`src/hdl/uart_config.svh`:
```
`ifndef UART_CONFIG_SVH
`define UART_CONFIG_SVH

// Clocks per bit period. Keep it even.
`define UART_CLK_PER_BIT 16

// Entries per FIFO, power of two.
`define UART_FIFO_DEPTH 8

// Register offsets on the APB bus.
`define UART_ADDR_DATA   4'h0
`define UART_ADDR_STATUS 4'h4
`define UART_ADDR_CLEAR  4'h8

`endif

```
`src/hdl/uart_pkg.sv`:
```
`default_nettype none

package uart_pkg;

    // Master to UART.
    typedef struct packed {
        logic        psel;
        logic        penable;
        logic        pwrite;
        logic [3:0]  paddr;
        logic [31:0] pwdata;
    } apb_req_t;

    // UART to master.
    typedef struct packed {
        logic [31:0] prdata;
        logic        pslverr;
    } apb_rsp_t;

    // Received frame, frame_err lands in bit 8 of DATA.
    typedef struct packed {
        logic       frame_err;
        logic [7:0] data;
    } uart_rx_word_t;

    // STATUS image, rx_valid in bit 0.
    typedef struct packed {
        logic frame_err;
        logic overrun;
        logic tx_empty;
        logic tx_full;
        logic rx_valid;
    } uart_status_t;

endpackage

`default_nettype wire

```
`src/hdl/uart_apb_regs.sv`:
```
`timescale 1ns/10ps
`default_nettype none

`include "uart_config.svh"

module uart_apb_regs (
    input  logic                    clk,
    input  logic                    rstn,
    input  uart_pkg::apb_req_t      apb_req,
    output uart_pkg::apb_rsp_t      apb_rsp,
    output logic                    tx_push,
    output logic [7:0]              tx_wdata,
    input  logic                    tx_full,
    input  logic                    tx_empty,
    input  logic                    rx_push,
    input  uart_pkg::uart_rx_word_t rx_word,
    output logic                    rx_fifo_push,
    output logic                    rx_pop,
    input  uart_pkg::uart_rx_word_t rx_rdata,
    input  logic                    rx_full,
    input  logic                    rx_empty
);

    logic                   access;
    logic                   sel_data;
    logic                   sel_status;
    logic                   sel_clear;
    logic                   data_wr;
    logic                   data_rd;
    logic                   status_rd;
    logic                   clear_wr;
    logic                   overrun_q;
    logic                   frame_err_q;
    uart_pkg::uart_status_t status;
    uart_pkg::uart_status_t clr_mask;

    assign access     = apb_req.psel && apb_req.penable; // Access phase.
    assign sel_data   = (apb_req.paddr == `UART_ADDR_DATA);
    assign sel_status = (apb_req.paddr == `UART_ADDR_STATUS);
    assign sel_clear  = (apb_req.paddr == `UART_ADDR_CLEAR);

    assign data_wr   = access && apb_req.pwrite && sel_data;
    assign data_rd   = access && !apb_req.pwrite && sel_data;
    assign status_rd = access && !apb_req.pwrite && sel_status;
    assign clear_wr  = access && apb_req.pwrite && sel_clear;

    assign tx_push  = data_wr && !tx_full;
    assign tx_wdata = apb_req.pwdata[7:0];
    assign rx_pop   = data_rd && !rx_empty;

    // Byte is dropped when the receive FIFO is full.
    assign rx_fifo_push = rx_push && !rx_full;

    assign clr_mask = uart_pkg::uart_status_t'(apb_req.pwdata[4:0]);

    // A new event wins over a clear in the same cycle.
    always_ff @(posedge clk) begin
        if (!rstn) begin
            overrun_q   <= 1'b0;
            frame_err_q <= 1'b0;
        end else begin
            if (rx_push && rx_full) begin
                overrun_q <= 1'b1;
            end else if (clear_wr && clr_mask.overrun) begin
                overrun_q <= 1'b0;
            end
            if (rx_fifo_push && rx_word.frame_err) begin
                frame_err_q <= 1'b1;
            end else if (clear_wr && clr_mask.frame_err) begin
                frame_err_q <= 1'b0;
            end
        end
    end

    always_comb begin
        status.rx_valid  = !rx_empty;
        status.tx_full   = tx_full;
        status.tx_empty  = tx_empty;
        status.overrun   = overrun_q;
        status.frame_err = frame_err_q;
    end

    always_comb begin
        apb_rsp.prdata = 32'h0;
        if (data_rd && !rx_empty) begin
            apb_rsp.prdata = {23'h0, rx_rdata};
        end else if (status_rd) begin
            apb_rsp.prdata = {27'h0, status};
        end
        apb_rsp.pslverr = access && (!(sel_data || sel_status || sel_clear)
                                     || (data_wr && tx_full)
                                     || (data_rd && rx_empty));
    end

endmodule

`default_nettype wire

```
`src/hdl/uart_fifo.sv`:
```
`timescale 1ns/10ps
`default_nettype none

`include "uart_config.svh"

module uart_fifo #(
    parameter int WIDTH = 8,
    parameter int DEPTH = `UART_FIFO_DEPTH
) (
    input  logic             clk,
    input  logic             rstn,
    input  logic             push,
    input  logic [WIDTH-1:0] wdata,
    input  logic             pop,
    output logic [WIDTH-1:0] rdata,
    output logic             full,
    output logic             empty
);

    localparam int AW = $clog2(DEPTH);

    logic [WIDTH-1:0] mem [DEPTH];
    logic [AW:0]      wr_ptr; // Extra bit tells a wrap.
    logic [AW:0]      rd_ptr;

    assign empty = (wr_ptr == rd_ptr);
    assign full  = (wr_ptr[AW] != rd_ptr[AW]) && (wr_ptr[AW-1:0] == rd_ptr[AW-1:0]);
    assign rdata = mem[rd_ptr[AW-1:0]]; // Head entry.

    always_ff @(posedge clk) begin
        if (!rstn) begin
            wr_ptr <= '0;
            rd_ptr <= '0;
        end else begin
            if (push && !full) begin
                wr_ptr <= wr_ptr + 1'b1;
            end
            if (pop && !empty) begin
                rd_ptr <= rd_ptr + 1'b1;
            end
        end
    end

    always_ff @(posedge clk) begin
        if (push && !full) begin
            mem[wr_ptr[AW-1:0]] <= wdata;
        end
    end

endmodule

`default_nettype wire

```
`src/hdl/uart_rx.sv`:
```
`timescale 1ns/10ps
`default_nettype none

`include "uart_config.svh"

module uart_rx (
    input  logic                    clk,
    input  logic                    rstn,
    input  logic                    rxd,
    output logic                    rx_push,
    output uart_pkg::uart_rx_word_t rx_word
);

    localparam int CPB   = `UART_CLK_PER_BIT;
    localparam int HALF  = CPB / 2;
    localparam int CNT_W = $clog2(CPB);

    localparam logic [2:0] S_HOLD  = 3'd0; // Waits for a high line.
    localparam logic [2:0] S_IDLE  = 3'd1;
    localparam logic [2:0] S_START = 3'd2;
    localparam logic [2:0] S_DATA  = 3'd3;
    localparam logic [2:0] S_STOP  = 3'd4;

    logic [4:0]       sync_q;
    logic             agree;
    logic             line;
    logic [2:0]       state;
    logic [2:0]       bit_idx;
    logic [CNT_W-1:0] bit_cnt;
    logic             half_evt;
    logic             full_evt;
    logic             cnt_clr;
    logic [7:0]       shift_q;

    // Synchroniser and deglitch chain.
    always_ff @(posedge clk) begin
        if (!rstn) begin
            sync_q <= 5'h1f;
        end else begin
            sync_q <= {sync_q[3:0], rxd};
        end
    end

    assign agree = (sync_q == 5'h1f) || (sync_q == 5'h00);
    assign line  = sync_q[4];

    assign half_evt = (bit_cnt == CNT_W'(HALF - 1));
    assign full_evt = (bit_cnt == CNT_W'(CPB - 1));

    always_comb begin
        case (state)
            S_HOLD, S_IDLE: cnt_clr = 1'b1;
            S_START:        cnt_clr = half_evt;
            default:        cnt_clr = full_evt && agree;
        endcase
    end

    // Holds at the full-bit count until the stages agree.
    always_ff @(posedge clk) begin
        if (!rstn) begin
            bit_cnt <= '0;
        end else if (cnt_clr) begin
            bit_cnt <= '0;
        end else if (!full_evt) begin
            bit_cnt <= bit_cnt + 1'b1;
        end
    end

    always_ff @(posedge clk) begin
        if (!rstn) begin
            state   <= S_HOLD;
            bit_idx <= 3'd0;
            rx_push <= 1'b0;
        end else begin
            rx_push <= 1'b0;
            case (state)
                S_HOLD: begin
                    if (agree && line) begin
                        state <= S_IDLE;
                    end
                end
                S_IDLE: begin
                    if (agree && !line) begin
                        state <= S_START;
                    end
                end
                S_START: begin
                    if (half_evt) begin // Middle of the start bit.
                        state   <= S_DATA;
                        bit_idx <= 3'd0;
                    end
                end
                S_DATA: begin
                    if (full_evt && agree) begin
                        bit_idx <= bit_idx + 1'b1;
                        if (bit_idx == 3'd7) begin
                            state <= S_STOP;
                        end
                    end
                end
                S_STOP: begin
                    if (full_evt && agree) begin
                        rx_push <= 1'b1;
                        state   <= line ? S_IDLE : S_HOLD;
                    end
                end
                default: state <= S_HOLD;
            endcase
        end
    end

    always_ff @(posedge clk) begin
        if (state == S_DATA && full_evt && agree) begin
            shift_q <= {line, shift_q[7:1]}; // LSB first.
        end
        if (state == S_STOP && full_evt && agree) begin
            rx_word.data      <= shift_q;
            rx_word.frame_err <= !line;
        end
    end

endmodule

`default_nettype wire

```
`src/hdl/uart_top.sv`:
```
`timescale 1ns/10ps
`default_nettype none

`include "uart_config.svh"

module uart_top (
    input  logic               clk,
    input  logic               rstn,
    input  uart_pkg::apb_req_t apb_req,
    output uart_pkg::apb_rsp_t apb_rsp,
    input  logic               rxd,
    output logic               txd
);

    logic                    tx_push;
    logic [7:0]              tx_wdata;
    logic                    tx_pop;
    logic [7:0]              tx_rdata;
    logic                    tx_full;
    logic                    tx_empty;
    logic                    rx_push;
    logic                    rx_fifo_push;
    logic                    rx_pop;
    logic                    rx_full;
    logic                    rx_empty;
    uart_pkg::uart_rx_word_t rx_word;
    uart_pkg::uart_rx_word_t rx_rdata;

    uart_apb_regs i_uart_apb_regs (
        .clk          (clk),
        .rstn         (rstn),
        .apb_req      (apb_req),
        .apb_rsp      (apb_rsp),
        .tx_push      (tx_push),
        .tx_wdata     (tx_wdata),
        .tx_full      (tx_full),
        .tx_empty     (tx_empty),
        .rx_push      (rx_push),
        .rx_word      (rx_word),
        .rx_fifo_push (rx_fifo_push),
        .rx_pop       (rx_pop),
        .rx_rdata     (rx_rdata),
        .rx_full      (rx_full),
        .rx_empty     (rx_empty)
    );

    uart_fifo #(
        .WIDTH (8),
        .DEPTH (`UART_FIFO_DEPTH)
    ) i_tx_fifo (
        .clk   (clk),
        .rstn  (rstn),
        .push  (tx_push),
        .wdata (tx_wdata),
        .pop   (tx_pop),
        .rdata (tx_rdata),
        .full  (tx_full),
        .empty (tx_empty)
    );

    // Holds frame_err alongside each byte.
    uart_fifo #(
        .WIDTH ($bits(uart_pkg::uart_rx_word_t)),
        .DEPTH (`UART_FIFO_DEPTH)
    ) i_rx_fifo (
        .clk   (clk),
        .rstn  (rstn),
        .push  (rx_fifo_push),
        .wdata (rx_word),
        .pop   (rx_pop),
        .rdata (rx_rdata),
        .full  (rx_full),
        .empty (rx_empty)
    );

    uart_rx i_uart_rx (
        .clk     (clk),
        .rstn    (rstn),
        .rxd     (rxd),
        .rx_push (rx_push),
        .rx_word (rx_word)
    );

    uart_tx i_uart_tx (
        .clk      (clk),
        .rstn     (rstn),
        .tx_empty (tx_empty),
        .tx_pop   (tx_pop),
        .tx_data  (tx_rdata),
        .txd      (txd)
    );

endmodule

`default_nettype wire

```
`src/hdl/uart_tx.sv`:
```
`timescale 1ns/10ps
`default_nettype none

`include "uart_config.svh"

module uart_tx (
    input  logic       clk,
    input  logic       rstn,
    input  logic       tx_empty,
    output logic       tx_pop,
    input  logic [7:0] tx_data,
    output logic       txd
);

    localparam int CPB   = `UART_CLK_PER_BIT;
    localparam int CNT_W = $clog2(CPB);

    logic             busy;
    logic [9:0]       frame_q;
    logic [9:0]       frame_next;
    logic [CNT_W-1:0] bit_cnt;
    logic [3:0]       bit_idx;
    logic             bit_end;
    logic             frame_end;

    assign bit_end   = busy && (bit_cnt == CNT_W'(CPB - 1));
    assign frame_end = bit_end && (bit_idx == 4'd9);

    // Next byte is taken as the stop bit ends, so frames run back to back.
    assign tx_pop = (!busy || frame_end) && !tx_empty;

    always_comb begin
        frame_next = frame_q;
        if (tx_pop) begin
            frame_next = {1'b1, tx_data, 1'b0}; // Stop, data, start.
        end else if (bit_end) begin
            frame_next = {1'b1, frame_q[9:1]};
        end
    end

    always_ff @(posedge clk) begin
        if (!rstn) begin
            frame_q <= '1;
            txd     <= 1'b1;
        end else begin
            frame_q <= frame_next;
            txd     <= frame_next[0];
        end
    end

    always_ff @(posedge clk) begin
        if (!rstn) begin
            busy    <= 1'b0;
            bit_cnt <= '0;
            bit_idx <= 4'd0;
        end else if (tx_pop) begin
            busy    <= 1'b1;
            bit_cnt <= '0;
            bit_idx <= 4'd0;
        end else if (frame_end) begin
            busy    <= 1'b0;
            bit_cnt <= '0;
        end else if (bit_end) begin
            bit_cnt <= '0;
            bit_idx <= bit_idx + 1'b1;
        end else if (busy) begin
            bit_cnt <= bit_cnt + 1'b1;
        end
    end

endmodule

`default_nettype wire

```
`config.mk`:
```
export PLATFORM = sky130hd
export DESIGN_NAME = uart_top
export DESIGN_NICKNAME = d
export VERILOG_FILES = /design/src/hdl/uart_pkg.sv /design/src/hdl/uart_apb_regs.sv /design/src/hdl/uart_fifo.sv /design/src/hdl/uart_rx.sv /design/src/hdl/uart_top.sv /design/src/hdl/uart_tx.sv
export VERILOG_INCLUDE_DIRS = /design/src /design/src/hdl
export SDC_FILE = /design/constraint.sdc
export NUM_CORES = 1
export LEC_CHECK = 0
export BUFFER_PORTS_ARGS = -buffer_cell sky130_fd_sc_hd__buf_2
export CAP_MARGIN = 15
export CORE_MARGIN = 2
export CORE_UTILIZATION = 59
export CTS_CLUSTER_SIZE = 20
export DETAILED_ROUTE_END_ITERATION = 7
export GPL_ROUTABILITY_DRIVEN = 0
export GPL_TIMING_DRIVEN = 1
export PLACE_DENSITY = 0.79
export SLEW_MARGIN = 25
export SYNTH_ARGS = -nofsm -noshare
export SYNTH_HDL_FRONTEND = slang
export SYNTH_SLANG_ARGS = --single-unit
```
`constraint.sdc`:
```
create_clock -name clk -period 3.1 [get_ports clk]
set_clock_uncertainty 0.1 [all_clocks]
set_input_delay 0.31 -clock clk [delete_from_list [all_inputs] [get_ports clk]]
set_output_delay 0.31 -clock clk [all_outputs]
set_load 0.01 [all_outputs]
```
==> results of run 1 <==
-- kinds of logic (layout without fill, tap and decap cells) --
family	count (synthesis)	in the layout
mux	68	68
xor+xnor	24	24
buf+inv	57	106
simple gates	153	153
fa+ha+maj	10	10
flops	211	211
compound gates	47	47
other cells	1	23
-- cell usage in the layout (no fill, tap or decap), types with 4 or more instances in the layout --
master / n
nand2_1: 36
nor2_1: 45
dfxtp_1: 58
xnor2_1: 11
inv_1: 8
clkinv_2: 4
o22ai_1: 6
nand2b_1: 14
clkinv_1: 4
buf_2: 28
nand3_1: 9
nor2b_1: 4
ha_1: 10
conb_1: 23
mux2i_1: 26
xor2_1: 12
mux2_2: 8
edfxtp_1: 153
mux4_2: 34
nand4_1: 5
a211oi_1: 5
a21oi_1: 13
nor3_1: 10
buf_4: 24
nor4_1: 4
dlygate4sd3_1: 7
clkbuf_16: 23
-- sequential cells by signal (all words and copies together) (netlist names), 5 cells and up, named ones only --
name	flops
i_rx_fifo.mem	72
i_tx_fifo.mem	64
i_uart_rx.rx_word	9
i_uart_rx.shift_q	8
i_uart_rx.sync_q	5
i_uart_tx.frame_q	8
-- per-layer routing --
| layer | wire length, µm | share of wire [%] | up-vias | GRT usage [%] |
|---|---|---|---|---|
| li1 | - | - | 2236 | - |
| met1 | 6500 | 40 | 2384 | 25.9 |
| met2 | 8380 | 52 | 137 | 35.9 |
| met3 | 894 | 5.6 | 26 | 3.64 |
| met4 | 316 | 2.0 | 0 | 5.82 |
| met5 | 0 | 0 | - | 0 |
-- final timing paths --
path | start | endpoint | slack, ns | cells after the start
worst min register to register | i_uart_rx.shift_q[0] | i_uart_rx.rx_word[0] | 0.35 | 0
worst max-delay path | i_rx_fifo.wr_ptr[0] | apb_rsp[5] | 0.27 | 5
worst min-delay path | apb_req[4] | i_tx_fifo.mem[3][4] | 0.03 | 1
worst max register to register | i_rx_fifo.wr_ptr[0] | i_rx_fifo.mem[1][5] | 0.61 | 5
-- cells in the mapped netlist (all sizes together), types with 7 or more instances --
master	instances
mux2	8
clkbuf	7
inv	8
nand3	12
nand2b	14
mux4	34
ha	10
nand2	39
edfxtp	153
buf	42
nor2	46
a21oi	13
xor2	13
xnor2	11
dfxtp	58
mux2i	26
nor3	10
-- where the power goes --
group / internal, W / total (W) / switching (W)
registers: 0.00306 / 0.00313 / 0.0000719
clock network: 0.00146 / 0.00248 / 0.00102
logic: 0.000163 / 0.000373 / 0.000210
total: 0.00468 / 0.00598 / 0.00130
-- through the flow --
stage | area [µm²] | utilization [%] | hold slack (ns) | total power (W)
6_report | 9800 | 67.7 | 0.0334 | 0.00598
5_1_grt | 9800 | 67.7 | 0.0378 | 0.00618
4_1_cts | 9800 | 67.7 | 0.0175 | 0.00603
3_5_place_dp | 9040 | 62.4 | 0.337 | 0.00355
3_3_place_gp | 9040 | 62.4 | 0.332 | 0.00353
2_1_floorplan | 8800 | - | 0.300 | 0.00348
-- final cells by class --
type | count | area (µm²)
flip-flops and latches | 211 | 5760
fillers | 970 | 4680
multi-input cells | 325 | 2700
clock buffers | 27 | 601
repair buffers | 59 | 390
well taps | 184 | 230
clock inverters | 12 | 90.1
inverters | 8 | 30.0
==> flow_summary_export.csv, run 1 <==
group,metric,value,unit
finish,antenna_cells,0,
logic_synthesis,synth-compound-area-share,3.70,%
placed_design,pre_cts_slack,0.680,ns
route,vias,4783,
worst_setup_path,critPathBufInv,1,
logic_synthesis,ys_seq_area_share,66.0,%
logic_synthesis,synth.top_cell.area_share,52.7,%
floorplan,initial_core_util,60.2,%
timing,finalCritPeriodShare,91.3,%
logic_synthesis,synth.avg_cell_area,15.3,µm²
worst_setup_path,end_kind,"output port",
logic_synthesis,synth-simple-area-share,9.57,%
timing,rsz0062_at_grt,"false",
floorplan,die_area,15800,µm²
timing,finalHoldViolCount,0,
power,power.leakage,3.39,nW
clock_network,cts_buffers,22,
logic_synthesis,synth-edff-count,153,
clock_network,hold_buffers,7,
route,vias_per_cell,5.79,
worst_setup_path,slowest_stage,"or4b_4",
logic_synthesis,synth_top_family_by_area,"multiplexers",
placed_design,io_buffers,28,
logic_synthesis,yosysUniqueCellTypes,59,
route,drt_first_pass_iters,6,
timing,final_max_slew_viol_count,0,
worst_hold_path,min_path_type,"input pin to flop",
worst_setup_path,critical_path_required,2.69,ns
logic_synthesis,ys_seq_elements,211,
worst_setup_path,crit_type,"flop to output port",
finish,area_growth,12.4,%
job,max_cap_viol_count,0,
floorplan,die-height,126,µm
power,power_density,611,nW/µm²
placed_design,place_inst,780,
global_routing,grt_overflow,0,
worst_setup_path,path_max_fanout,11,
route,initialDrtViolationCount,396,
global_routing,grt_pass1_wl,25200,µm
clock_network,cts-root-buf,"clkbuf_16",
status,status,"finished, final reports clean",
logic_synthesis,ys_top_cells_by_area,"edfxtp_1 (53%), dfxtp_1 (13%), mux4_2 (8.8%)",
timing,fin_ws,0.270,ns
clock_network,insertion_delay,0.50,ns
floorplan,num_io_pins,76,
worst_setup_path,critical_path.startpoint_type,"flop",
global_routing,grt_max_degree,31,
logic_synthesis,synth_xor_area_share,2.50,%
timing,maxSlewHeadroom,47.3,%
clock_network,cts_tree,"done",
timing,tns,0,ns
worst_setup_path,path_cells,"xor2_2, or4b_4, nand2_2, o22ai_1, buf_2",
clock_network,htreeDepth,1,
logic_synthesis,synth_async_sr_flop_share,0,%
global_routing,antenna_found_initial,0,
logic_synthesis,synthCells,571,
route,wl_per_cell,19.5,µm
logic_synthesis,synthMuxAreaShare,12.8,%
timing,max_freq,353,MHz
clock_network,cts_buffer_depth,3,
floorplan,rows,44,
logic_synthesis,syn-cell-area,8720,µm²
worst_setup_path,cp_top_family,"simple AND/OR/NAND/NOR gates",
floorplan,die_w,126,µm
floorplan,core_area,14500,µm²
logic_synthesis,dominantRegCellSynth,"edfxtp_1",
logic_synthesis,synth.largest_area_cell,"edfxtp_1",
finish,finalNonFillerCells,826,
clock_network,clk_pin_slew,0.06,ns
power,irDropWorstVdd,0.000441,V
worst_setup_path,crit_path_max_incr_delay,0.59,ns
finish,nets,679,
finish,drive_above_1_share,22.6,%
global_routing,first_global_vias,4810,
clock_network,postCtsSetupBuffers,0,
worst_setup_path,cp.arrival,2.42,ns
logic_synthesis,synth_adder_area_share,1.43,%
timing,min_period,2.83,ns
route,remaining_drc_errors,0,
timing,tightest_slew,0.790,ns
logic_synthesis,yosysWarnings,0,
route,drt-total-wl,16100,µm
timing,setup_viol,0,
clock_network,cts_resized,0,
global_routing,track_usage,20.3,%
route,ant_nets,0,
placed_design,place_hpwl,10400,µm
clock_network,clkSinkCount,211,
No activity file was read; power rests on OpenSTA's default activity.
==> run 2, diff against run 1 <==
- SLEW_MARGIN: 25 -> 20
- clock period: 3.1 -> 3.05 ns (I/O delays scaled with it)
==> flow_summary_export.csv, run 2 (synthesis gave the netlist of run 1 again) <==
group,metric,value,unit
status,status,"finished, final reports clean",
worst_setup_path,reg2reg_slack,0.76,ns
floorplan,num_io_pins,76,
finish,final_cell_mix,"edfxtp_1 (153), dfxtp_1 (58), nor2_1 (45)",
route,ant_nets,0,
power,swShare,20.7,%
finish,final_core_util,67.9,%
worst_setup_path,path_cells,"buf_4, mux4_2, mux2i_1, o22ai_1, buf_2",
power,power.leakage,3.41,nW
timing,min_period,2.76,ns
power,power,0.00615,W
clock_network,insertion_delay,0.49,ns
finish,drive_above_1_share,22.4,%
finish,area_growth,12.7,%
timing,rsz0062_at_grt,"false",
floorplan,rows,44,
placed_design,io_buffers,28,
route,vias,4770,
floorplan,die-height,126,µm
timing,max_freq,362,MHz
placed_design,place_inst,783,
finish,antenna_cells,0,
route,wl_per_cell,18.9,µm
timing,finalCritPeriodShare,90.6,%
power,power_frac_clock,42.0,%
global_routing,antenna_found_initial,0,
clock_network,cts_buffers,21,
finish,finalNonFillerCells,827,
worst_setup_path,end_kind,"output port",
finish,largest_reg_flops,72,
power,power_density,625,nW/µm²
clock_network,clkSinkCount,211,
worst_setup_path,critical_path.startpoint_type,"flop",
worst_setup_path,slowest_stage,"mux4_2",
timing,hold_ws,0.0430,ns
timing,tns,0,ns
worst_setup_path,cp.arrival,2.36,ns
timing,setup_viol,0,
clock_network,postCtsSetupBuffers,0,
timing,final_max_slew_viol_count,0,
job,max_cap_viol_count,0,
floorplan,die_area,15800,µm²
power,switchingPower,0.00128,W
global_routing,track_usage,20.5,%
clock_network,cts_buffer_depth,3,
worst_setup_path,crit_type,"flop to output port",
worst_hold_path,min_path_type,"input pin to flop",
timing,finalHoldViolCount,0,
worst_setup_path,critical_path_required,2.64,ns
clock_network,clk_pin_slew,0.06,ns
clock_network,htreeDepth,1,
finish,nets,681,
global_routing,first_global_vias,4887,
worst_setup_path,crit_path_max_incr_delay,0.55,ns
worst_setup_path,path_max_fanout,16,
route,drt_first_pass_iters,5,
floorplan,core_area,14500,µm²
route,remaining_drc_errors,0,
power,irDropWorstVdd,0.000410,V
global_routing,grt_pass1_wl,25500,µm
clock_network,cts-root-buf,"clkbuf_16",
finish,fill_cells,938,
timing,maxSlewHeadroom,49.8,%
finish,final_common_cell,"edfxtp_1",
power,power_frac_comb,6.2,%
clock_network,cts_tree,"done",
global_routing,grt_max_degree,32,
power,power_frac_seq,51.7,%
global_routing,grt_overflow,0,
route,vias_per_cell,5.77,
floorplan,initial_core_util,60.2,%
power,p_int,0.00487,W
placed_design,place_hpwl,10400,µm
route,initialDrtViolationCount,326,
floorplan,die_w,126,µm
timing,tightest_slew,0.752,ns
route,drt-total-wl,15600,µm
[run 2: what timing repair did]
item / 4_1_cts / 5_1_grt
endpoints found under the hold margin: 49 / 0
hold buffers: 7 / 0
resized for setup: 0 / 0
[run 2: layout make-up]
type	count	area [µm²]	share of cell area, %
clock buffers	32	597	6.07
repair buffers	62	413	4.20
multi-input cells	325	2700	27.5
flip-flops and latches	211	5760	58.5
clock inverters	5	103	1.04
well taps	184	230	2.34
inverters	8	30.0	0.305
[run 2: power groups by stage]
stage / sequential [W] / clock (W) / combinational [W]
5_1_grt: 0.00319 / 0.00275 / 0.000416
2_1_floorplan: 0.00320 / 0 / 0.000337
4_1_cts: 0.00318 / 0.00263 / 0.000383
6_report: 0.00318 / 0.00258 / 0.000383
3_3_place_gp: 0.00324 / 0 / 0.000348
3_5_place_dp: 0.00324 / 0 / 0.000368
[run 2: final timing paths]
kind / depth (start not counted) / from / endpoint
max: 5 / flop / apb_rsp[5]
min reg2reg: 0 / i_uart_rx.shift_q[0] / i_uart_rx.rx_word[0]
max reg2reg: 7 / i_uart_tx.bit_cnt[1] / i_uart_tx.frame_q[8]
min: 1 / apb_req[3] / i_tx_fifo.mem[5][3]
[run 2: metal layers]
layer	GRT usage (%)	vias up	part of all wire [%]
met2	36.4	129	51
li1	-	2224	-
met3	3.51	36	5.3
met1	25.6	2381	41
met4	6.73	0	2.6
met5	0	-	0
[run 2: critical path, delay by kind of cell, from the launching register on]
kind | cells | cell delay [ns]
AO/OA/AOI/OAI | 1 | 0.15
buffers and inverters | 2 | 0.51
flip-flops | 1 | 0.39
multiplexers | 2 | 0.81
[run 2: stage by stage]
stage	worst slack [ns]	cell area, µm²
after global routing	0.178	9830
after CTS	0.265	9830
after detailed placement	0.658	9060
final	0.286	9830
after floorplan	0.679	8800
after global placement	0.766	9060
